===== src/sdramGeomPkg.sv =====
package sdramGeomPkg;

	// Data bus
	localparam int DATA_W = 16;             // DQ width
	localparam int DQM_W  = DATA_W / 8;     // One mask lane per byte

	// Linear word address, bank over row over column
	localparam int COL_W  = 8;              // 256 words per page
	localparam int ROW_W  = 12;
	localparam int BANK_W = 2;
	localparam int ADDR_W = BANK_W + ROW_W + COL_W;

	localparam int LEN_W  = 9;              // Up to one full page
	localparam int SA_W   = 12;             // Address pins

	typedef logic [DATA_W-1:0] data_t;
	typedef logic [ADDR_W-1:0] addr_t;
	typedef logic [LEN_W-1:0]  len_t;

endpackage


===== src/sdramCmdPkg.sv =====
package sdramCmdPkg;

	// Pin encoding {csN, rasN, casN, weN}
	typedef enum logic [3:0] {
		NOP        = 4'b0111,
		ACTIVE     = 4'b0011,
		READ       = 4'b0101,
		WRITE      = 4'b0100,
		BURST_STOP = 4'b0110,
		PRECHARGE  = 4'b0010,
		REFRESH    = 4'b0001,
		LOAD_MODE  = 4'b0000
	} sdramCmd_t;

	// Sequencer states
	typedef enum logic [3:0] {
		INIT_WAIT, INIT_PRE, INIT_REF, INIT_MODE,   // Power-up
		IDLE, ACT_WAIT, BURST, STOP, PRE_WAIT, REF_WAIT
	} seqState_t;

	typedef enum logic [1:0] {IDLE_OP, WRITE_OP, READ_OP} burstOp_t;

	// Burst length field all ones for full page, sequential, CAS field empty
	localparam logic [sdramGeomPkg::SA_W-1:0] MODE_FULL_PAGE = 'h007;
	localparam int MODE_CAS_LSB  = 4;       // CAS latency field A6..A4
	localparam int A10_ALL_BANKS = 10;      // Precharge all banks

endpackage


===== src/portArbiter.sv =====
`timescale 1ns/1ps
module portArbiter #(
	parameter int FIFO_DEPTH = 512
) (
	input  logic                            CLK,
	input  logic                            RESET_N,
	input  sdramGeomPkg::addr_t             wrBase,
	input  sdramGeomPkg::addr_t             wrMax,
	input  sdramGeomPkg::addr_t             rdBase,
	input  sdramGeomPkg::addr_t             rdMax,
	input  sdramGeomPkg::len_t              wrLength,
	input  sdramGeomPkg::len_t              rdLength,
	input  logic                            wrLoad,     // Level, reload address
	input  logic                            rdLoad,
	input  logic [$clog2(FIFO_DEPTH+1)-1:0] wrCount,
	input  logic [$clog2(FIFO_DEPTH+1)-1:0] rdCount,
	input  logic                            burstDone,
	output logic                            burstStart, // One-cycle pulse
	output sdramCmdPkg::burstOp_t           burstOp,
	output sdramGeomPkg::addr_t             burstAddr,
	output sdramGeomPkg::len_t              burstLen
);
	import sdramGeomPkg::*;
	import sdramCmdPkg::*;

	addr_t wrAddr;      // Running write address
	addr_t rdAddr;      // Running read address
	logic  primed;      // Low for the first cycle out of reset
	logic  pending;     // Burst issued, waiting for done
	logic  wrEligible;
	logic  rdEligible;

	// Step by length, back to base once max minus length is reached
	function automatic addr_t nextAddr(addr_t cur, addr_t base, addr_t maxAddr, len_t len);
		logic [ADDR_W:0] reach;
		logic [ADDR_W:0] limit;
		reach = {1'b0, cur} + len;
		limit = {1'b0, maxAddr} - len;
		if (reach >= limit)
			return base;
		return addr_t'(reach);
	endfunction

	// Whole burst already buffered
	assign wrEligible = primed && !wrLoad && (wrLength != '0) && (wrCount >= wrLength);
	// Room for a whole burst, so the read side never stalls
	assign rdEligible = primed && !rdLoad && (rdLength != '0)
		&& (({1'b0, rdCount} + rdLength) <= FIFO_DEPTH);

	always_ff @(posedge CLK or negedge RESET_N)
	begin
		if (!RESET_N)
		begin
			wrAddr     <= '0;
			rdAddr     <= '0;
			primed     <= 1'b0;
			pending    <= 1'b0;
			burstStart <= 1'b0;
			burstOp    <= IDLE_OP;
			burstAddr  <= '0;
			burstLen   <= '0;
		end
		else
		begin
			primed     <= 1'b1;
			burstStart <= 1'b0;
			if (!primed || wrLoad)                          // Base reload
				wrAddr <= wrBase;
			else if (burstDone && burstOp == WRITE_OP)
				wrAddr <= nextAddr(wrAddr, wrBase, wrMax, burstLen);
			if (!primed || rdLoad)
				rdAddr <= rdBase;
			else if (burstDone && burstOp == READ_OP)
				rdAddr <= nextAddr(rdAddr, rdBase, rdMax, burstLen);

			if (burstDone)
			begin
				pending <= 1'b0;
				burstOp <= IDLE_OP;
			end
			else if (!pending && wrEligible)                // Writes first
			begin
				pending    <= 1'b1;
				burstStart <= 1'b1;
				burstOp    <= WRITE_OP;
				burstAddr  <= wrAddr;
				burstLen   <= wrLength;
			end
			else if (!pending && rdEligible)
			begin
				pending    <= 1'b1;
				burstStart <= 1'b1;
				burstOp    <= READ_OP;
				burstAddr  <= rdAddr;
				burstLen   <= rdLength;
			end
		end
	end

endmodule


===== config.mk =====
export PLATFORM = sky130hd
export DESIGN_NAME = portArbiter
export DESIGN_NICKNAME = d
export VERILOG_FILES = /design/src/sdramGeomPkg.sv /design/src/sdramCmdPkg.sv /design/src/portArbiter.sv
export SDC_FILE = /design/constraint.sdc
export NUM_CORES = 1
export LEC_CHECK = 0
export ABC_AREA = 1
export ABC_CLOCK_PERIOD_IN_PS = 6800
export BUFFER_PORTS_ARGS = -buffer_cell sky130_fd_sc_hd__buf_4
export CAP_MARGIN = 5
export CORE_ASPECT_RATIO = 0.75
export CORE_MARGIN = 1.5
export CORE_UTILIZATION = 53
export CTS_CLUSTER_SIZE = 10
export DETAILED_ROUTE_END_ITERATION = 8
export PLACE_DENSITY = 0.86
export SYNTH_ARGS = -nofsm -noshare
export SYNTH_HDL_FRONTEND = slang
export SYNTH_SLANG_ARGS = --single-unit

===== constraint.sdc =====
create_clock -name CLK -period 6.8 [get_ports CLK]
set_input_delay 0.34 -clock CLK [delete_from_list [all_inputs] [get_ports CLK]]
set_output_delay 0.34 -clock CLK [all_outputs]
set_load 0.01 [all_outputs]

== Word level (Yosys, flattened, before mapping) ==
Index checks and enable logic that the tools add are counted.

* Equal/unequal tests: 2
* Bitwise operators: 1
* Mux-type cells: 27
* $lt $le $gt $ge: 4
* Reductions and logical operators: 23
* Add/sub/neg operators: 5

{| class="wikitable"
|+ Operators with widths
! operator !! number
|-
| 22-bit 2-to-1 mux || 10
|-
| 22-bit by 9-bit adder with 23-bit output || 2
|-
| 23-bit greater-or-equal comparator || 2
|-
| 22-bit by 9-bit subtractor with 23-bit output || 2
|-
| 9-bit 2-to-1 mux || 2
|-
| 9-bit nonzero test || 2
|-
| 1-bit 2-to-1 mux || 12
|-
| 10-bit by 9-bit adder with 11-bit output || 1
|-
| 11-bit by 10-bit less-or-equal comparator with 1-bit output, second input constant || 1
|-
| 10-bit by 9-bit greater-or-equal comparator with 1-bit output || 1
|-
| 1-bit logical AND || 10
|-
| 2-bit 2-to-1 mux || 3
|-
| 2-bit nonzero test || 3
|-
| 1-bit logical NOT || 4
|-
| 3-bit nonzero test || 1
|-
| 2-bit by 1-bit == test with 1-bit output, second input constant || 1
|-
| 2-bit == test, second input constant || 1
|-
| 1-bit logical OR || 2
|-
| 2-bit AND reduction || 1
|-
| 1-bit inverter || 1
|}

* Word-level logic and storage cells: 70
* Output and inout port bits: 34
* Register bits after elaboration: 80
* Bits of input ports: 131

== Longest topological paths before layout ==
* Depth after elaboration: 8
* Mapped depth: 26
* Mapped depth without buffers: 25

== Worst setup path after synthesis ==
OpenSTA, ideal clock, no wires.

* Path kind: register to register
* Start: register burstLen[1]
* End: register wrAddr[14]
* Period minus slack after synthesis: 3.621 ns
* Library setup time: 0.132 ns
* Cell stages (with the launch flop): 25
* Buffers on the path: 1
* Setup slack: 3.179 ns
* Arrival: 3.488 ns
* Path through: dfrtp_1 inv_1 fa_1 nand3b_1 nand2_1 nand2_1 nand2_1 a21o_1 nand2_1 o21ai_0 inv_1 ha_1 nand2_1 inv_1 nand3_1 inv_1 a21oi_1 nand2_1 nand2_1 nand2_2 inv_2 buf_4 nand2_1 nand3_1 o21ai_0

* Cells in the longest elaborated chain, start to end: 8
* Elaborated cells between the ends (all ways): 9
* Classes of those cells: add/sub (2); order compare (1); mux (6)

{| class="wikitable"
|+ Ends and longest elaborated chain
! what !! RTL line !! RTL
|-
| from (decl) || portArbiter.sv:21 || <nowiki>output sdramGeomPkg::len_t burstLen</nowiki>
|-
| from (signal assigned) || portArbiter.sv:87 || <nowiki>burstLen <= wrLength;</nowiki>
|-
| from (signal assigned) || portArbiter.sv:95 || <nowiki>burstLen <= rdLength;</nowiki>
|-
| 22-bit by 9-bit adder with 23-bit output / 22-bit by 9-bit subtractor with 23-bit output (equally long branches) || portArbiter.sv:37, portArbiter.sv:38 ||
|-
| 23-bit greater-or-equal comparator || portArbiter.sv:39 || <nowiki>if (reach >= limit)</nowiki>
|-
| 1-bit 2-to-1 mux || portArbiter.sv:39 ||
|-
| 1-bit 2-to-1 mux || portArbiter.sv:69 || <nowiki>else if (burstDone && burstOp == WRITE_OP)</nowiki>
|-
| 1-bit 2-to-1 mux || portArbiter.sv:67 || <nowiki>if (!primed || wrLoad)</nowiki>
|-
| 22-bit 2-to-1 mux (*) || portArbiter.sv:41 || <nowiki>return addr_t'(reach);</nowiki>
|-
| 22-bit 2-to-1 mux (*) || portArbiter.sv:69 ||
|-
| 22-bit 2-to-1 mux (*) || portArbiter.sv:67 ||
|-
| to (signal assigned) || portArbiter.sv:68 || <nowiki>wrAddr <= wrBase;</nowiki>
|-
| to (signal assigned) || portArbiter.sv:70 || <nowiki>wrAddr <= nextAddr(wrAddr, wrBase, wrMax, burstLen);</nowiki>
|-
| to (decl) || portArbiter.sv:26 || <nowiki>addr_t wrAddr;</nowiki>
|}

Mark *: on every way between the ends. The rest lies on a longest branch, timed or not. The select of a mux whose other input is x is not followed.
A chain may end at the register's enable or synchronous reset.

== Final worst setup path ==
* Start: register burstLen[0]
* End: register rdAddr[5]

* Cells in the longest elaborated chain, start to end: 8
* Elaborated cells between the ends (all ways): 9
* Classes of those cells: add/sub (2); order compare (1); mux (6)

{| class="wikitable"
|+ Ends and longest elaborated chain
! what !! RTL line !! RTL
|-
| 22-bit by 9-bit adder with 23-bit output / 22-bit by 9-bit subtractor with 23-bit output (equally long branches) || portArbiter.sv:37, portArbiter.sv:38 ||
|-
| 23-bit greater-or-equal comparator || portArbiter.sv:39 ||
|-
| 1-bit 2-to-1 mux || portArbiter.sv:39 ||
|-
| 1-bit 2-to-1 mux || portArbiter.sv:73 || <nowiki>else if (burstDone && burstOp == READ_OP)</nowiki>
|-
| 1-bit 2-to-1 mux || portArbiter.sv:71 || <nowiki>if (!primed || rdLoad)</nowiki>
|-
| 22-bit 2-to-1 mux (*) || portArbiter.sv:41 ||
|-
| 22-bit 2-to-1 mux (*) || portArbiter.sv:73 ||
|-
| 22-bit 2-to-1 mux (*) || portArbiter.sv:71 ||
|-
| to (signal assigned) || portArbiter.sv:72 || <nowiki>rdAddr <= rdBase;</nowiki>
|-
| to (signal assigned) || portArbiter.sv:74 || <nowiki>rdAddr <= nextAddr(rdAddr, rdBase, rdMax, burstLen);</nowiki>
|-
| to (decl) || portArbiter.sv:27 || <nowiki>addr_t rdAddr;</nowiki>
|}

Marked as above.

==> reports/results.ini <==
[synth]
ys_seq_elements = 80
ys_top_cells_by_area = dfrtp_1 22%, nand2_1 18%, ha_1 14%
ys_seq_area_frac = 0.222
ys_types = 42
syn_nets = 1662
syn_area_um2 = 9020
synth_top_cell_area_share = 0.222
synthTopCellsByCount = 443 x nand2_1, 209 x inv_1, 119 x nand3_1
synth_flop_cell = dfrtp_1
synth_edf_count = 0
ys_warn_count = 0
synth_area_per_cell_um2 = 6.32
synthArstFlopShare = 1.00
netlist.top_cell.by_area = dfrtp_1
yosysMostFrequentCell = nand2_1
synth_cells = 1426

[routing]
wl_per_cell_um = 16.1
drc = 0
drtIter0Drc = 1118
ant_nets = 0
routed_wl_um = 29000
dr.pass1.iters = 5
route.vias.total = 10000
viasPerCell = 5.59

[critical_path]
path_cells = ha_1 > fa_1 > inv_1 > a31oi_1 > o21ai_0 > nand3_1 > nand2_1 > nand2_1 > nand2_1 > xor2_1 > ha_1 > nand2_1 > inv_1 > nand4_1 > nor2_1 > nand2_1 > nand3_1 > nor2_1 > nand2_2 > clkinv_1 > nor2_1 > o21ai_1
cp.arrival_ns = 5.01
end_kind = flip-flop
cp.required_ns = 7.03
cpMaxStageDelayCell = clkinv_1
r2r_start = burstLen[0]
slowest_delay_ns = 0.63
worstSetupPathType = flip-flop to flip-flop
cp-start-kind = flip-flop
cp-startpoint = burstLen[0]
crit_top_cell = nand2_1
critical_path.max_fanout = 26

[final_layout]
final_core_util = 0.641
nFillCells = 1586
antenna_cells = 0
syn_to_final_growth_pct = 18.9
multiInputGateArea_um2 = 6060
fin_nets = 1811
drive_gt1_frac = 0.128
fin_cells = 1795
register_area_um2 = 2000

[sta]
period_needed_ns = 4.78
clock.fmax_mhz = 209
finalMaxSlewViolations = 0
fin_crit_sh = 0.703
tns_ns = 0
tightest_slew_ns = 1.05
report.final.setup_viol = 0
setup_ws_ns = 2.02
slew_headroom = 0.303
rsz0062_at_grt = false
final_hold_viol_count = 0
clock_skew_ns = 0.00940

[place]
place_congestion = 1.05
place_ws_ns = 2.19
port_buffers = 164
hpwl_um = 23400
dp_cells = 1779

[power]
p_leak_nw = 6.06
finalPower_mw = 3.16
worst_ir_drop_vdd_uv = 168
power_density_nw_per_um2 = 295

[global_routing]
grt_start_max_net_pins = 81
grt_pass1_wl_um = 45900
antenna_found_initial = 0
grt_usage = 0.328
grt_pass1_vias = 8947
overflow = 0

[clocking]
post_cts_buffers = 0
path_clk_slew_ns = 0.06
cts_sinks = 80
numCtsBuffers = 9
cts_buffer_depth = 2
root_buffer = clkbuf_16
cts_resized = 0
cts_hold_buf = 0
clk_latency_ns = 0.34
cts_tree = done
htreeDepth = 3

[job]
drv_cap = 0

[worst_hold_path]
hold_path_class = input port to async pin

[die]
fp.dieArea_um2 = 17800
dieHeight_um = 116
die_width_um = 154
core_um2 = 16700
ios = 165
initial_utilization = 0.539
rows = 41

[run_status]
status = complete, no violations

==> through the flow <==
stage | area (um2) | hold WS [ns]
after floorplan | 9020 | 0.0444
after global placement | 10400 | 0.493
after detailed placement | 10400 | 0.495
after CTS | 10700 | 0.173
after global routing | 10700 | 0.181
final | 10700 | 0.177
==> registers in the layout, indices dropped and copies added (netlist names) <==
name,count
pending,1
rdAddr,22
burstAddr,22
burstLen,9
burstStart,1
primed,1
wrAddr,22
burstOp,2
==> layout by cell type, fill, tap and decap left out, types with 4 or more instances in the layout <==
master / instances
o21ai_1: 12
o211ai_1: 4
nand3_1: 119
ha_1: 100
nor2_1: 104
nor3_1: 22
a31oi_1: 5
o21ai_0: 81
a21oi_1: 61
nand2_2: 6
a21o_1: 6
clkbuf_16: 9
fa_1: 5
xor2_1: 44
dfrtp_1: 80
o21a_1: 5
nand4_1: 26
xnor2_1: 14
nand2_1: 443
inv_1: 209
nand3b_1: 9
inv_2: 5
nor4_1: 12
buf_4: 169
==> report_power, final <==
group	switching [mW]	leakage (nW)	internal [mW]	total, mW
sequential	0.151	0.976	0.586	0.737
clock	0.202	0.152	0.331	0.533
combinational	1.16	4.93	0.731	1.89
total	1.51	6.06	1.65	3.16
==> worst paths after layout <==
path                                      end  slack (ns)  cells past startpoint
worst max-delay path                rdAddr[5]        2.02                     22
worst min-delay path               wrAddr[21]        0.18                      1
worst max register to register      rdAddr[5]        2.02                     22
worst min register to register  burstAddr[13]        0.51                      2
max in group asynchronous        burstAddr[7]        5.93                      1
min in group CLK                   burstOp[0]        0.18                      2
==> worst max-delay path: cells and delay by family, from the launching register on <==
family                     cells  cell delay (ns)
buffers and inverters          3             0.79
DFF                            1             0.47
adders and majority gates      3             0.96
xor gates and xnor gates       1             0.09
AOI/OAI and AO/OA              3             0.67
and+or+nand+nor               12             1.66
==> metal layers <==
layer / vias up / track usage / share of wire
met2: 552 / 0.481 / 0.40
met3: 45 / 0.0841 / 0.12
met5: - / 0 / 0
met1: 4527 / 0.476 / 0.46
met4: 0 / 0.0874 / 0.020
li1: 4913 / - / -
==> area by class of cell <==
| cell class | instances | share of cell area |
|---|---|---|
| Timing Repair Buffer | 169 | 0.118 |
| Sequential cell | 80 | 0.187 |
| Clock inverter | 5 | 0.00747 |
| Clock buffer | 11 | 0.0226 |
| Tap cell | 215 | 0.0251 |
| Inverter | 215 | 0.0752 |
| Multi-Input combinational cell | 1100 | 0.565 |
==> logic make-up (layout without fill, tap and decap cells) <==
logic type	count (synthesis)	in the layout	share of synthesized area
buf+inv	246	400	0.107
xor+xnor	58	58	0.0563
flops	80	80	0.222
simple gates	751	751	0.354
other cells	1	1	0.000416
compound gates	185	185	0.111
fa+ha+maj	105	105	0.150
No activity file was read; power rests on OpenSTA's default activity.
