File: src/sdramGeomPkg.sv
package sdramGeomPkg;

	// Data bus
	localparam int DATA_W = 16;             // DQ width
	localparam int DQM_W  = DATA_W / 8;     // One mask lane per byte

	// Linear word address, bank over row over column
	localparam int COL_W  = 8;              // 256 words per page
	localparam int ROW_W  = 12;
	localparam int BANK_W = 2;
	localparam int ADDR_W = BANK_W + ROW_W + COL_W;

	localparam int LEN_W  = 9;              // Up to one full page
	localparam int SA_W   = 12;             // Address pins

	typedef logic [DATA_W-1:0] data_t;
	typedef logic [ADDR_W-1:0] addr_t;
	typedef logic [LEN_W-1:0]  len_t;

endpackage

File: src/sdramCmdPkg.sv
package sdramCmdPkg;

	// Pin encoding {csN, rasN, casN, weN}
	typedef enum logic [3:0] {
		NOP        = 4'b0111,
		ACTIVE     = 4'b0011,
		READ       = 4'b0101,
		WRITE      = 4'b0100,
		BURST_STOP = 4'b0110,
		PRECHARGE  = 4'b0010,
		REFRESH    = 4'b0001,
		LOAD_MODE  = 4'b0000
	} sdramCmd_t;

	// Sequencer states
	typedef enum logic [3:0] {
		INIT_WAIT, INIT_PRE, INIT_REF, INIT_MODE,   // Power-up
		IDLE, ACT_WAIT, BURST, STOP, PRE_WAIT, REF_WAIT
	} seqState_t;

	typedef enum logic [1:0] {IDLE_OP, WRITE_OP, READ_OP} burstOp_t;

	// Burst length field all ones for full page, sequential, CAS field empty
	localparam logic [sdramGeomPkg::SA_W-1:0] MODE_FULL_PAGE = 'h007;
	localparam int MODE_CAS_LSB  = 4;       // CAS latency field A6..A4
	localparam int A10_ALL_BANKS = 10;      // Precharge all banks

endpackage

File: src/burstSequencer.sv
`timescale 1ns/1ps
module burstSequencer #(
	parameter int CAS_LATENCY    = 3,
	parameter int T_RCD          = 2,
	parameter int T_RP           = 2,
	parameter int T_RFC          = 7,
	parameter int REFRESH_PERIOD = 390,
	parameter int INIT_WAIT      = 200
) (
	input  logic                            CLK,
	input  logic                            RESET_N,
	input  logic                            burstStart,
	input  sdramCmdPkg::burstOp_t           burstOp,
	input  sdramGeomPkg::addr_t             burstAddr,
	input  sdramGeomPkg::len_t              burstLen,
	output logic                            burstDone,  // One-cycle pulse
	output sdramCmdPkg::sdramCmd_t          cmd,
	output logic [sdramGeomPkg::SA_W-1:0]   sdramAddr,
	output logic [sdramGeomPkg::BANK_W-1:0] bank,
	output logic                            cke,
	output logic [sdramGeomPkg::DQM_W-1:0]  dqm,
	output logic                            wrPop,
	output logic                            dataOe,
	output logic                            readWindow  // Aligned with READ on pins
);
	import sdramGeomPkg::*;
	import sdramCmdPkg::*;

	localparam int T_MRD   = 2;                         // Mode load to next command
	localparam int CNT_MAX = (INIT_WAIT > 256) ? INIT_WAIT : 256;
	localparam int CNT_W   = $clog2(CNT_MAX + 1);
	localparam int REF_W   = $clog2(REFRESH_PERIOD + 1);
	localparam logic [SA_W-1:0] MODE_WORD = MODE_FULL_PAGE | (SA_W'(CAS_LATENCY) << MODE_CAS_LSB);
	localparam logic [SA_W-1:0] PRE_ALL   = SA_W'(1) << A10_ALL_BANKS;

	seqState_t        state;
	logic [CNT_W-1:0] cnt;          // Cycles spent in the current state
	logic [REF_W-1:0] refCnt;
	logic             refReq;       // Refresh owed
	logic             startHeld;    // Start taken, burst not yet begun
	logic             initRefLeft;  // Second power-up refresh owed
	burstOp_t         curOp;
	addr_t            curAddr;
	len_t             curLen;
	logic             isRead;

	assign isRead = (curOp == READ_OP);
	assign cke    = 1'b1;                               // No power-down
	assign wrPop  = (state == BURST) && (curOp == WRITE_OP);
	assign dataOe = (state == BURST) && !isRead;

	// ========================================
	// Refresh timer
	// ========================================
	always_ff @(posedge CLK or negedge RESET_N)
	begin
		if (!RESET_N)
		begin
			refCnt <= '0;
			refReq <= 1'b0;
		end
		else
		begin
			if (state == IDLE && refReq)
				refReq <= 1'b0;                             // Served this cycle
			if (refCnt == REF_W'(REFRESH_PERIOD - 1))
			begin
				refCnt <= '0;
				refReq <= 1'b1;
			end
			else
				refCnt <= refCnt + 1'b1;
		end
	end

	// Burst payload, latched on start
	always_ff @(posedge CLK)
	begin
		if (burstStart)
		begin
			curAddr <= burstAddr;
			curLen  <= burstLen;
		end
	end

	// ========================================
	// Command FSM, all pin outputs registered
	// ========================================
	always_ff @(posedge CLK or negedge RESET_N)
	begin
		if (!RESET_N)
		begin
			state       <= sdramCmdPkg::INIT_WAIT;       // The state, not the delay
			cnt         <= '0;
			startHeld   <= 1'b0;
			initRefLeft <= 1'b1;
			curOp       <= IDLE_OP;
			cmd         <= NOP;
			sdramAddr   <= '0;
			bank        <= '0;
			dqm         <= '1;
			burstDone   <= 1'b0;
			readWindow  <= 1'b0;
		end
		else
		begin
			cmd        <= NOP;
			dqm        <= '1;
			burstDone  <= 1'b0;
			readWindow <= 1'b0;
			cnt        <= cnt + 1'b1;
			if (burstStart)
			begin
				startHeld <= 1'b1;                          // Held across a refresh
				curOp     <= burstOp;
			end
			case (state)
			sdramCmdPkg::INIT_WAIT:
				if (cnt == CNT_W'(INIT_WAIT - 1))
				begin
					state <= INIT_PRE;
					cnt   <= '0;
				end
			INIT_PRE:
			begin
				if (cnt == '0)
				begin
					cmd       <= PRECHARGE;
					sdramAddr <= PRE_ALL;
				end
				if (cnt == CNT_W'(T_RP))
				begin
					state <= INIT_REF;
					cnt   <= '0;
				end
			end
			INIT_REF:
			begin
				if (cnt == '0)
					cmd <= REFRESH;
				if (cnt == CNT_W'(T_RFC))
				begin
					cnt         <= '0;
					initRefLeft <= 1'b0;
					if (!initRefLeft)
						state <= INIT_MODE;                     // Both refreshes done
				end
			end
			INIT_MODE:
			begin
				if (cnt == '0)
				begin
					cmd       <= LOAD_MODE;
					sdramAddr <= MODE_WORD;
					bank      <= '0;
				end
				if (cnt == CNT_W'(T_MRD))
					state <= IDLE;
			end
			IDLE:
			begin
				cnt <= '0;
				if (refReq)                                 // Refresh before any burst
				begin
					cmd   <= REFRESH;
					state <= REF_WAIT;
				end
				else if (startHeld)
				begin
					cmd       <= ACTIVE;
					sdramAddr <= curAddr[COL_W +: ROW_W];
					bank      <= curAddr[COL_W + ROW_W +: BANK_W];
					startHeld <= 1'b0;
					state     <= ACT_WAIT;
				end
			end
			REF_WAIT:
				if (cnt == CNT_W'(T_RFC - 1))
					state <= IDLE;
			ACT_WAIT:
				if (cnt == CNT_W'(T_RCD - 1))
				begin
					state <= BURST;
					cnt   <= '0;
				end
			BURST:
			begin
				dqm        <= '0;                           // Data cycles unmasked
				readWindow <= isRead;
				if (cnt == '0)
				begin
					cmd       <= isRead ? READ : WRITE;
					sdramAddr <= SA_W'(curAddr[COL_W-1:0]);  // A10 low, no auto precharge
				end
				if (cnt == CNT_W'(curLen - 1'b1))
				begin
					state <= STOP;
					cnt   <= '0;
				end
			end
			STOP:
			begin
				dqm <= {DQM_W{!isRead}};                    // Read data still trailing
				if (cnt == '0)
					cmd <= BURST_STOP;
				else
				begin
					cmd       <= PRECHARGE;
					sdramAddr <= PRE_ALL;
					state     <= PRE_WAIT;
					cnt       <= '0;
				end
			end
			PRE_WAIT:
			begin
				dqm <= {DQM_W{!isRead}};
				if (cnt == CNT_W'(T_RP - 1))
				begin
					state     <= IDLE;
					burstDone <= 1'b1;
					curOp     <= IDLE_OP;
				end
			end
			default:
				state <= IDLE;
			endcase
		end
	end

endmodule

File: config.mk
export PLATFORM = sky130hd
export DESIGN_NAME = burstSequencer
export DESIGN_NICKNAME = d
export VERILOG_FILES = /design/src/sdramGeomPkg.sv /design/src/sdramCmdPkg.sv /design/src/burstSequencer.sv
export SDC_FILE = /design/constraint.sdc
export NUM_CORES = 1
export LEC_CHECK = 0
export ABC_AREA = 1
export BUFFER_PORTS_ARGS = -buffer_cell sky130_fd_sc_hd__buf_2
export CAP_MARGIN = 10
export CORE_MARGIN = 4
export CORE_UTILIZATION = 57
export CTS_BUF_LIST = sky130_fd_sc_hd__clkbuf_8
export DETAILED_ROUTE_END_ITERATION = 16
export PLACE_DENSITY = 0.8
export SYNTH_ARGS = -nofsm -noshare
export SYNTH_HDL_FRONTEND = slang
export SYNTH_SLANG_ARGS = --single-unit
File: constraint.sdc
create_clock -name CLK -period 2.3 [get_ports CLK]
set_input_delay 0.23 -clock CLK [delete_from_list [all_inputs] [get_ports CLK]]
set_output_delay 0.23 -clock CLK [all_outputs]
set_load 0.03 [all_outputs]
Word level (Yosys, flattened, before mapping)
Index checks and enable logic that the tools add are counted.
{"block": "classes", "add_sub_neg": 3, "eq_ne": 34, "mux": 54, "n_reduce_logical": 14}
{"cell": "12-bit 2-to-1 mux", "count": 6}
{"cell": "9-bit 2-to-1 mux", "count": 7}
{"cell": "9-bit case mux with 7 select lines", "count": 1}
{"cell": "12-bit case mux with 5 select lines", "count": 1}
{"cell": "4-bit 2-to-1 mux", "count": 12}
{"cell": "4-bit case mux with 10 select lines", "count": 1}
{"cell": "2-bit != test, second input constant", "count": 13}
{"cell": "9-bit by 1-bit adder with 9-bit output, second input constant", "count": 2}
{"cell": "9-bit by 3-bit equality test with 1-bit output, second input constant", "count": 2}
{"cell": "3-bit 2-to-1 mux", "count": 6}
{"cell": "3-bit case mux with 6 select lines", "count": 1}
{"cell": "4-bit by 3-bit equality test with 1-bit output, second input constant", "count": 4}
{"cell": "2-bit 2-to-1 mux", "count": 7}
{"cell": "11-bit AND reduction", "count": 1}
{"cell": "1-bit 2-to-1 mux", "count": 10}
{"cell": "9-bit by 1-bit equality test with 1-bit output, second input constant", "count": 1}
{"cell": "9-bit by 2-bit equality test with 1-bit output, second input constant", "count": 1}
{"cell": "9-bit by 8-bit equality test with 1-bit output, second input constant", "count": 1}
{"cell": "9-bit equality test", "count": 1}
{"cell": "9-bit equality test, second input constant", "count": 1}
{"cell": "9-bit zero test", "count": 1}
{"cell": "9-bit by 1-bit subtractor with 9-bit output, second input constant", "count": 1}
{"cell": "4-bit by 2-bit equality test with 1-bit output, second input constant", "count": 2}
{"cell": "4-bit equality test, second input constant", "count": 2}
{"cell": "other kinds (15)", "count": 20}
{"block": "word_totals", "regBits": 80, "output_inout_bits": 25}

Longest topological paths before layout
Gate-level depths: netlist of the first run.
{"block": "depth", "word_depth": 4, "ltp_mapped": 14}

Worst setup path after synthesis of the first run
No wires, ideal clock.
{"block": "synth_timing", "kind": "register to register", "start": "register curLen[0]", "end": "register state[2]", "t_arrival_ns": 1.578, "t_required_ns": 2.183, "slack_ns": 0.605, "stages_incl_launch_ff": 13, "cell_sequence": "edfxtp_1 > inv_1 > ha_1 > or2_2 > nand3_1 > nor2_1 > nand2_1 > nor2_2 > nand3_2 > nand2_4 > buf_6 > nand3_1 > nand2_1"}
{"block": "synth_via", "elab_chain_cells": 4}
{"element": "start, declared", "line_no": "burstSequencer.sv:44", "rtl": "len_t curLen;"}
{"element": "start signal, assigned", "line_no": "burstSequencer.sv:82", "rtl": "curLen <= burstLen;"}
{"element": "9-bit by 1-bit subtractor with 9-bit output", "line_no": "burstSequencer.sv:195", "rtl": "if (cnt == CNT_W'(curLen - 1'b1))"}
{"element": "9-bit equality test", "line_no": "burstSequencer.sv:195"}
{"element": "2-bit by 1-bit != test with 1-bit output (no source line)"}
{"element": "11-bit AND reduction (no source line)"}
{"element": "end signal, assigned", "line_no": "burstSequencer.sv:93", "rtl": "state <= sdramCmdPkg::INIT_WAIT;"}
{"element": "end, declared", "line_no": "burstSequencer.sv:36", "rtl": "seqState_t state;"}
No other way between the ends.
A chain may end at the register's enable or synchronous reset.

Final worst setup path of the first run
{"block": "layout_timing", "start": "register state[2]", "end": "register sdramAddr[11] in the netlist's numbering"}
{"block": "layout_via", "elab_chain_cells": 3, "elab_cells_between_ends": 14, "cone_classes": "eq/ne: 11; mux: 1; reduce/logical: 2"}
{"element": "4-bit by 3-bit equality test with 1-bit output, or another cell as far along", "line_no": "burstSequencer.sv:117", "rtl": "case (state)"}
{"element": "5-bit nonzero test (no source line), or another cell as far along"}
{"element": "7-bit AND reduction (no source line)"}
{"element": "end signal, assigned", "line_no": "burstSequencer.sv:171", "rtl": "sdramAddr <= curAddr[COL_W +: ROW_W];"}
{"element": "end signal, assigned", "line_no": "burstSequencer.sv:193", "rtl": "sdramAddr <= SA_W'(curAddr[COL_W-1:0]);"}
{"element": "end, declared", "line_no": "burstSequencer.sv:18", "rtl": "output logic [sdramGeomPkg::SA_W-1:0] sdramAddr,"}
Parallel ways exist; a longest one is shown, timed or not.

==> flow_summary_export.csv, run 1 <==
group,metric,value,unit
critical_path,crit_arrival,2270,ps
critical_path,cp_common_cell,"inv_2",
route,drc,0,
synth,ys_warn_count,0,
power_and_ir_drop,seq_power_share,58.1,%
floorplan,pin_count,61,
finish,diodes,0,
synth,synthCells,413,
min_path,hold_path_class,"in2reg",
floorplan,start_util,58.5,%
route,postRouteAntennaNets,0,
synth,async_reset_ff_share,60.3,%
synth,synth-seq-area-share,53.5,%
synth,yosysTopAreaCell,"dfrtp_1",
global_routing,grt_pass1_wl,12600,µm
critical_path,worst_path_largest_cell_delay,460,ps
global_routing,grt_overflow_total,0,
route,via_per_inst,5.25,
clock_network,cts_inserted_buffers,9,
route,wl_per_cell,13.2,µm
sta,finalSetupViolCount,0,
synth,synthFlopType,"dfrtp_1",
synth,synth_top_area_share,26.6,%
power_and_ir_drop,power_switching_share,25.1,%
sta,fmax,0.497,GHz
clock_network,clk_pin_slew,90,ps
critical_path,crit_chain,"nor2_2 > inv_2 > nor2_4 > inv_2 > nand2_4 > inv_2 > nand3_2 > nand4_4 > nand2_1 > o21ai_2",
route,num_vias,2948,
critical_path,r2r_slack,290,ps
global_routing,grt_antenna_before_repair,0,
clock_network,h-tree-depth,3,
power_and_ir_drop,p_leak,2.10,nW
finish,drive_above_1_share,27.4,%
clock_network,clock_sinks,78,
run_status,status,"completed",
placed_design,gp_congestion,0.956,
floorplan,row_count,30,
job,maxCapViolCount,0,
critical_path,critical_path_required,2560,ps
route,drtPass1Iterations,5,
synth,avgSynthCellArea,9.57,µm²
synth,synth-edff-count,31,
power_and_ir_drop,total_power,2.62,mW
floorplan,die-area,8330,µm²
clock_network,insertion_delay,370,ps
sta,worst_pin_slew,735,ps
clock_network,cts_tree,"done",
global_routing,grt_use_total,19.3,%
synth,netlist_area,3950,µm²
finish,synthToLayoutAreaGrowth,13.0,%
clock_network,cts_setup_buffers,0,
critical_path,cp_slowest_cell,"dfrtp_1",
critical_path,endpoint_kind,"register",
sta,maxSlewViolCount,0,
placed_design,place_area,4270,µm²
sta,slew_headroom,51.0,%
power_and_ir_drop,p_clk_share,37.0,%
synth,synth_cell_types,38,
clock_network,clk_path_buf_depth,2,
synth,ys_ff_latch,78,
synth,yosys-top-cells-area,"dfrtp_1 (27%), edfxtp_1 (24%), nand2_1 (7.6%), inv_1 (5.0%), nor2_1 (3.8%)",
finish,design_area,4460,µm²
power_and_ir_drop,powerDensity,586,nW/µm²
placed_design,dpl_worst_slack,306,ps
power_and_ir_drop,power.switching,656,µW
floorplan,core-area,6760,µm²
critical_path,worstPathMaxFanout,24,
floorplan,fp.dieW,91.3,µm
clock_network,root_buffer,"clkbuf_8",
synth,ys_top_cells_by_count,"nand2_1 (80), inv_1 (53), dfrtp_1 (42)",
route,wl,7430,µm
placed_design,dp_hpwl,5570,µm
sta,period_needed,2010,ps
sta,finalHoldViolations,0,
route,drtIter0Drc,192,
synth,synth_most_common_cell,"nand2_1",
placed_design,io_buffers,58,
power_and_ir_drop,peakVddDrop,0.000525,V
sta,finClkSkew,9.38,ps
power_and_ir_drop,p_int,1.96,mW
floorplan,die_y,91.3,µm
critical_path,start_kind,"register",
global_routing,grt_max_degree,36,
critical_path,crit_type,"reg2reg",
synth,synth_nets,456,
finish,nNetsFinal,519,
sta,min_period_over_period,87.4,%
global_routing,grt_pass1_vias,2786,
sta,setup_ws,289,ps
power_and_ir_drop,combPwrFrac,4.9,%
sta,setup_tns,0,ps
sta,rsz0062_at_grt,"false",
-- placed cells by master, fill, tap and decap left out, types with 10 or more instances in the layout --
cell type,count
nand2_1,80
buf_2,58
inv_1,53
dfrtp_1,42
nor2_1,40
edfxtp_1,31
a21oi_1,19
nand3_1,18
o21ai_0,14
o21ai_2,13
nand2_2,10
-- sequential cells by signal (all words and copies together) (netlist names) --
register     cells
bank             2
burstDone        1
cmd              3
cnt              9
curAddr         22
curLen           9
curOp            2
dqm              1
initRefLeft      1
readWindow       1
refCnt           9
refReq           1
sdramAddr       12
startHeld        1
state            4
-- critical path, delay by kind of cell (launching register included) --
kind            cells  cell delay, ps
compound gates      1              70
buf+inv             3             190
flops               1             460
simple gates        6            1170
-- path summary, 6_finish.rpt --
path | startpoint | endpoint | cells after the start
max | state[2] | sdramAddr[11] | 10
min | burstAddr[3] | curAddr[3] | 1
max reg2reg | state[2] | sdramAddr[11] | 10
min reg2reg | curAddr[20] | bank[0] | 2
max in group asynchronous | RESET_N | cmd[1] | 3
min in group asynchronous | RESET_N | state[1] | 2
-- per-stage QoR --
step / instances / hold WS (ps) / util (%)
global placement: 544 / 80.4 / 63.1
detailed placement: 544 / 82.7 / 63.1
CTS: 561 / 12.0 / 66.1
global route: 561 / 5.84 / 66.1
finish: 561 / 23.2 / 66.1
floorplan: 413 / -65.6 / -
-- cell type report --
type / count / area [µm²]
Sequential cell: 78 / 2110
Multi-Input combinational cell: 265 / 1520
Inverter: 60 / 225
Tap cell: 80 / 100
Timing Repair Buffer: 62 / 323
Clock buffer: 9 / 124
Fill cell: 530 / 2290
Clock inverter: 7 / 62.6
-- power groups by stage --
stage	Combinational (mW)	Sequential, mW	Clock, mW
after CTS	0.130	1.52	0.988
after global placement	0.123	1.55	0
final	0.127	1.52	0.969
after detailed placement	0.127	1.55	0
after global routing	0.148	1.53	1.06
after floorplan	0.0609	1.55	0
-- kinds of logic (layout without fill, tap and decap cells) --
logic type | Yosys count | count (layout) | synth area share [%]
buf+inv | 70 | 138 | 8.17
compound gates | 60 | 60 | 9.88
simple gates | 182 | 182 | 23.0
flops | 78 | 78 | 53.5
xor+xnor | 14 | 14 | 3.10
other cells | 2 | 2 | 0.190
fa+ha+maj | 7 | 7 | 2.22
-- what timing repair did --
item	in CTS	in global routing
resized for setup	0	0
hold buffers	1	0
endpoints found under the hold margin	10	0
-- per-layer routing --
layer,up-vias,GRT usage (%),wire (µm)
met5,-,0,0
met4,0,9.55,161
met3,14,5.22,472
met2,104,30.5,3540
met1,1360,24.5,3250
li1,1470,-,-
(Power assumes the default switching activity.)
==> run 2, diff against run 1 <==
CELL_PAD_IN_SITES_DETAIL_PLACEMENT = 0   (was default)
CELL_PAD_IN_SITES_GLOBAL_PLACEMENT = 1   (was default)
CORE_UTILIZATION = 45   (was 57)
PLACE_DENSITY = default   (was 0.8)
PLACE_DENSITY_LB_ADDON = 0.1   (was default)
==> run 2 against run 1 <==
Compared with the run above:
- the flow now finishes with violations (negative hold slack)
- first-iteration DRC count shrank 53%
- cell count grew 4.1%
- largest power group unchanged
- highest routed layer unchanged
- sequential power is essentially flat
- final area grew 0.34%
- worst hold slack lost 34 ps
- maximum frequency shrank 3.7%
- sequential cell count is the same
- via count shrank 4.3%
- non-clock buffer count shrank 2
- combinational power is essentially flat
- sequential share of layout area shrank 0.16 points
==> flow_summary_export.csv, run 2 (same netlist as run 1, synthesis figures left out) <==
group,metric,value,unit
run_status,status,"complete, but fails checks",
run_status,failed_checks,"negative hold slack",
global_routing,grt_antenna_before_repair,0,
clock_network,root_buffer,"clkbuf_8",
power_and_ir_drop,p_int,2.04,mW
clock_network,ctsResizeCount,0,
clock_network,cts_setup_buffers,0,
finish,diodes,0,
floorplan,die_y,102,µm
sta,finClkSkew,7.67,ps
route,via_per_inst,4.83,
floorplan,die-area,10300,µm²
finish,n_fill_cell,772,
critical_path,endpoint_kind,"register",
clock_network,cts_inserted_buffers,9,
clock_network,h-tree-depth,3,
power_and_ir_drop,peakVddDrop,0.000481,V
finish,layout_common_cells,"nand2_1 (80), buf_2 (58), inv_1 (53)",
placed_design,dp_hpwl,5810,µm
critical_path,r2r_end,"sdramAddr[0]",
power_and_ir_drop,power_switching_share,22.2,%
floorplan,core-area,8380,µm²
sta,maxSlewViolCount,0,
global_routing,grt_overflow_total,0,
placed_design,gp_congestion,0.847,
route,drtIter0Drc,90,
sta,fmax,0.479,GHz
sta,min_period_over_period,90.8,%
sta,period_needed,2090,ps
sta,finalSetupViolCount,0,
finish,synthToLayoutAreaGrowth,13.3,%
clock_network,clk_pin_slew,80,ps
placed_design,io_buffers,58,
critical_path,crit_arrival,2300,ps
sta,setup_ws,212,ps
clock_network,clk_path_buf_depth,2,
sta,whs,-10.7,ps
min_path,hold_path_class,"in2async",
power_and_ir_drop,p_clk_share,37.2,%
clock_network,insertion_delay,330,ps
sta,rsz0062_at_grt,"false",
floorplan,start_util,47.1,%
route,wl_per_cell,13.4,µm
critical_path,start_kind,"register",
finish,top_regs,"curAddr: 22 flops, sdramAddr: 12 flops",
global_routing,grt_max_degree,48,
power_and_ir_drop,powerDensity,586,nW/µm²
route,drtPass1Iterations,4,
critical_path,r2r_slack,210,ps
route,postRouteAntennaNets,0,
finish,drive_above_1_share,26.7,%
global_routing,grt_pass1_vias,2805,
route,drc,0,
sta,slew_headroom,50.7,%
critical_path,worstPathMaxFanout,24,
power_and_ir_drop,power.switching,582,µW
floorplan,fp.dieW,102,µm
floorplan,pin_count,61,
job,maxCapViolCount,0,
finish,largest_reg_flops,22,
global_routing,grt_pass1_wl,13500,µm
clock_network,cts_tree,"done",
critical_path,reg2reg_from,"state[2]",
finish,largest-register,"curAddr",
critical_path,critical_path_required,2510,ps
critical_path,crit_type,"reg2reg",
route,num_vias,2821,
sta,finalHoldViolations,19,
floorplan,row_count,33,
global_routing,grt_use_total,16.6,%
clock_network,cts.hold.buffers_added,0,
clock_network,clock_sinks,78,
sta,setup_tns,0,ps
finish,nNetsFinal,517,
finish,layout_commonest_cell,"nand2_1",
placed_design,dpl_worst_slack,233,ps
sta,worst_pin_slew,740,ps
power_and_ir_drop,seq_power_share,58.1,%
route,wl,7840,µm
power_and_ir_drop,combPwrFrac,4.7,%
critical_path,r2r_cells,10,
power_and_ir_drop,p_leak,2.10,nW
==> run 2: per-layer routing <==
metal	vias up	part of all wire (%)	track usage (%)
met4	0	1.4	4.29
met5	-	0	0
li1	1461	-	-
met2	49	47	26.0
met3	10	4.6	4.55
met1	1301	47	22.8
==> run 2: how the worst max path moves through the flow <==
stage / endpoint / slack [ps] / cells after the start / start
floorplan: state[2] / 610 / 12 / curLen[0]
CTS: sdramAddr[0] / 210 / 10 / state[2]
global placement: sdramAddr[2] / 290 / 10 / state[2]
global route: sdramAddr[0] / 60 / 10 / state[2]
detailed placement: sdramAddr[2] / 230 / 10 / state[2]
finish: sdramAddr[0] / 210 / 10 / state[2]
==> run 2: final cells by class <==
cell class,instances,area [µm²],share of cell area (%)
Timing Repair Buffer,60,305,6.82
Sequential cell,78,2110,47.2
Multi-Input combinational cell,265,1520,33.8
Clock inverter,7,63.8,1.42
Clock buffer,9,124,2.77
Tap cell,105,131,2.93
Inverter,60,225,5.03
==> run 2: worst max-delay path, stage by stage, from the launching register on <==
cell and delay, ps:
dfrtp_1 460, nor2_2 210, inv_2 70, nor2_4 230, inv_2 90, nand2_4 90, inv_2 50, nand3_2 90
nand4_4 400, nand2_1 200, o21ai_2 60
==> run 2: power groups by stage <==
stage	logic, mW	clock network (mW)	registers (mW)
floorplan	0.0609	0	1.55
global placement	0.126	0	1.55
detailed placement	0.127	0	1.55
CTS	0.128	1.02	1.52
global route	0.145	1.07	1.53
finish	0.125	0.976	1.52
==> run 2: through the flow <==
stage	cell area (µm²)	util, %	std cells	power, mW
after floorplan	3950	-	413	1.61
after global placement	4290	51.2	568	1.68
after detailed placement	4290	51.2	568	1.68
after CTS	4480	53.4	584	2.67
after global routing	4480	53.4	584	2.74
final	4480	53.4	584	2.62
==> run 3, diff against run 2 <==
CORE_UTILIZATION = 35   (was 45)
==> run 3 against run 2 <==
Compared with the run above:
- the flow now finishes without violations
- first-iteration DRC count up 50%
- non-clock buffer count up 3
- setup slack better by 26 ps
- sequential share of layout area down 1.1 points
- combinational power up 4%
- critical endpoint is now sdramAddr[2]
- highest routed layer unchanged
==> flow_summary_export.csv, run 3 (same netlist as run 1, synthesis figures left out) <==
group,metric,value,unit
sta,period_needed,2060,ps
clock_network,clk_pin_slew,90,ps
sta,finalHoldViolations,0,
sta,worst_pin_slew,626,ps
sta,setup_tns,0,ps
run_status,status,"completed",
sta,fmax,0.485,GHz
finish,largest-register,"curAddr",
global_routing,grt_overflow_total,0,
placed_design,dpl_worst_slack,233,ps
route,via_per_inst,4.59,
clock_network,ctsResizeCount,0,
floorplan,fp.dieW,114,µm
critical_path,r2r_slack,240,ps
floorplan,die_y,114,µm
floorplan,core-area,10900,µm²
power_and_ir_drop,powerDensity,612,nW/µm²
route,drtIter0Drc,135,
critical_path,crit_chain,"nor2_2 > inv_2 > nor2_4 > inv_2 > nand2_4 > inv_2 > nand3_2 > nand4_4 > nand2_1 > o21ai_2",
critical_path,crit_type,"reg2reg",
finish,largest_reg_flops,22,
global_routing,grt_use_total,13.7,%
clock_network,root_buffer,"clkbuf_8",
power_and_ir_drop,total_power,2.80,mW
clock_network,clk_path_buf_depth,2,
clock_network,insertion_delay,360,ps
sta,whs,33.7,ps
clock_network,clock_sinks,78,
critical_path,worst_path_largest_cell_delay,460,ps
placed_design,dp_hpwl,6080,µm
sta,finalSetupViolCount,0,
sta,min_period_over_period,89.6,%
finish,diodes,0,
critical_path,endpoint_kind,"register",
critical_path,worstPathMaxFanout,24,
route,wl,8320,µm
sta,setup_ws,238,ps
power_and_ir_drop,peakVddDrop,0.000537,V
floorplan,row_count,38,
power_and_ir_drop,p_leak,2.12,nW
min_path,hold_path_class,"in2reg",
finish,layout_common_cells,"nand2_1 (80), buf_2 (58), inv_1 (53)",
sta,slew_headroom,58.3,%
route,wl_per_cell,13.4,µm
finish,top_regs,"curAddr: 22 flops, sdramAddr: 12 flops",
critical_path,start_kind,"register",
finish,drive_above_1_share,27.6,%
finish,synthToLayoutAreaGrowth,15.9,%
job,maxCapViolCount,0,
floorplan,pin_count,61,
critical_path,cp_slowest_cell,"dfrtp_1",
critical_path,critical_path_required,2540,ps
placed_design,io_buffers,58,
placed_design,gp_congestion,0.813,
global_routing,grt_max_degree,48,
critical_path,crit_arrival,2300,ps
floorplan,die-area,13100,µm²
clock_network,h-tree-depth,3,
sta,maxSlewViolCount,0,
global_routing,grt_pass1_vias,2875,
floorplan,start_util,36.1,%
sta,rsz0062_at_grt,"false",
finish,n_fill_cell,1137,
global_routing,grt_antenna_before_repair,0,
critical_path,critPathTopFamily,"simple AND/OR/NAND/NOR gates",
route,postRouteAntennaNets,0,
clock_network,cts_inserted_buffers,9,
finish,nNetsFinal,520,
finish,layout_commonest_cell,"nand2_1",
sta,finClkSkew,12.7,ps
clock_network,cts_tree,"done",
critical_path,cp_common_cell,"inv_2",
route,drtPass1Iterations,4,
route,num_vias,2857,
global_routing,grt_pass1_wl,14000,µm
route,drc,0,
critical_path,critPathBufInv,3,
[run 3: changes by cell type in the layout (fill, tap and decap cells not counted), sizes merged]
cell / previous run / this run
clkinv: 6 / 3
buf: 60 / 62
clkinvlp: 0 / 2
bufinv: 1 / 2
dlygate4sd3: 0 / 1
[run 3: path summary, 6_finish.rpt]
| check | to | cells after the start | from |
|---|---|---|---|
| worst max register to register | sdramAddr[2] | 10 | state[2] |
| worst min-delay path | curAddr[5] | 1 | burstAddr[5] |
| max in group asynchronous | sdramAddr[2] | 3 | RESET_N |
| worst min register to register | bank[1] | 2 | curAddr[21] |
| min in group asynchronous | refCnt[2] | 3 | RESET_N |
| worst max-delay path | sdramAddr[2] | 10 | state[2] |
[run 3: worst register-to-register path: cells and delay by family, from the launching register on]
| family | cells | cell delay, ps |
|---|---|---|
| buffers and inverters | 3 | 210 |
| flip-flops | 1 | 460 |
| AO/OA/AOI/OAI | 1 | 70 |
| AND/OR/NAND/NOR | 6 | 1210 |
[run 3: through the flow]
step | instance area (µm²) | std cells | util, %
global route | 4580 | 622 | 41.9
detailed placement | 4350 | 605 | 39.8
global placement | 4350 | 605 | 39.8
floorplan | 3950 | 413 | -
finish | 4580 | 622 | 41.9
CTS | 4580 | 622 | 41.9
[run 3: report_power, final]
part	internal (mW)	switching, mW	total (mW)
logic	0.0493	0.0810	0.130
registers	1.50	0.0214	1.52
clock network	0.614	0.535	1.15
[run 3: per-layer routing]
metal  track usage (%)  vias up  wire, µm
li1                  -     1469         -
met1              18.4     1329      3990
met2              21.7       50      3930
met3              3.96        9       309
met4              3.56        0        91
met5                 0        -         0
[run 3: layout make-up]
cell class | instances | area [µm²] | share of cell area (%)
clock buffers | 9 | 124 | 2.70
flip-flops and latches | 78 | 2110 | 46.1
multi-input cells | 265 | 1520 | 33.1
clock inverters | 7 | 97.6 | 2.13
inverters | 60 | 225 | 4.92
repair buffers | 63 | 330 | 7.21
well taps | 140 | 175 | 3.82
[run 3: repair_timing]
action | 4_1_cts | 5_1_grt
hold buffers | 1 | 0
hold endpoints to repair | 37 | 0
buffers inserted | 0 | 0
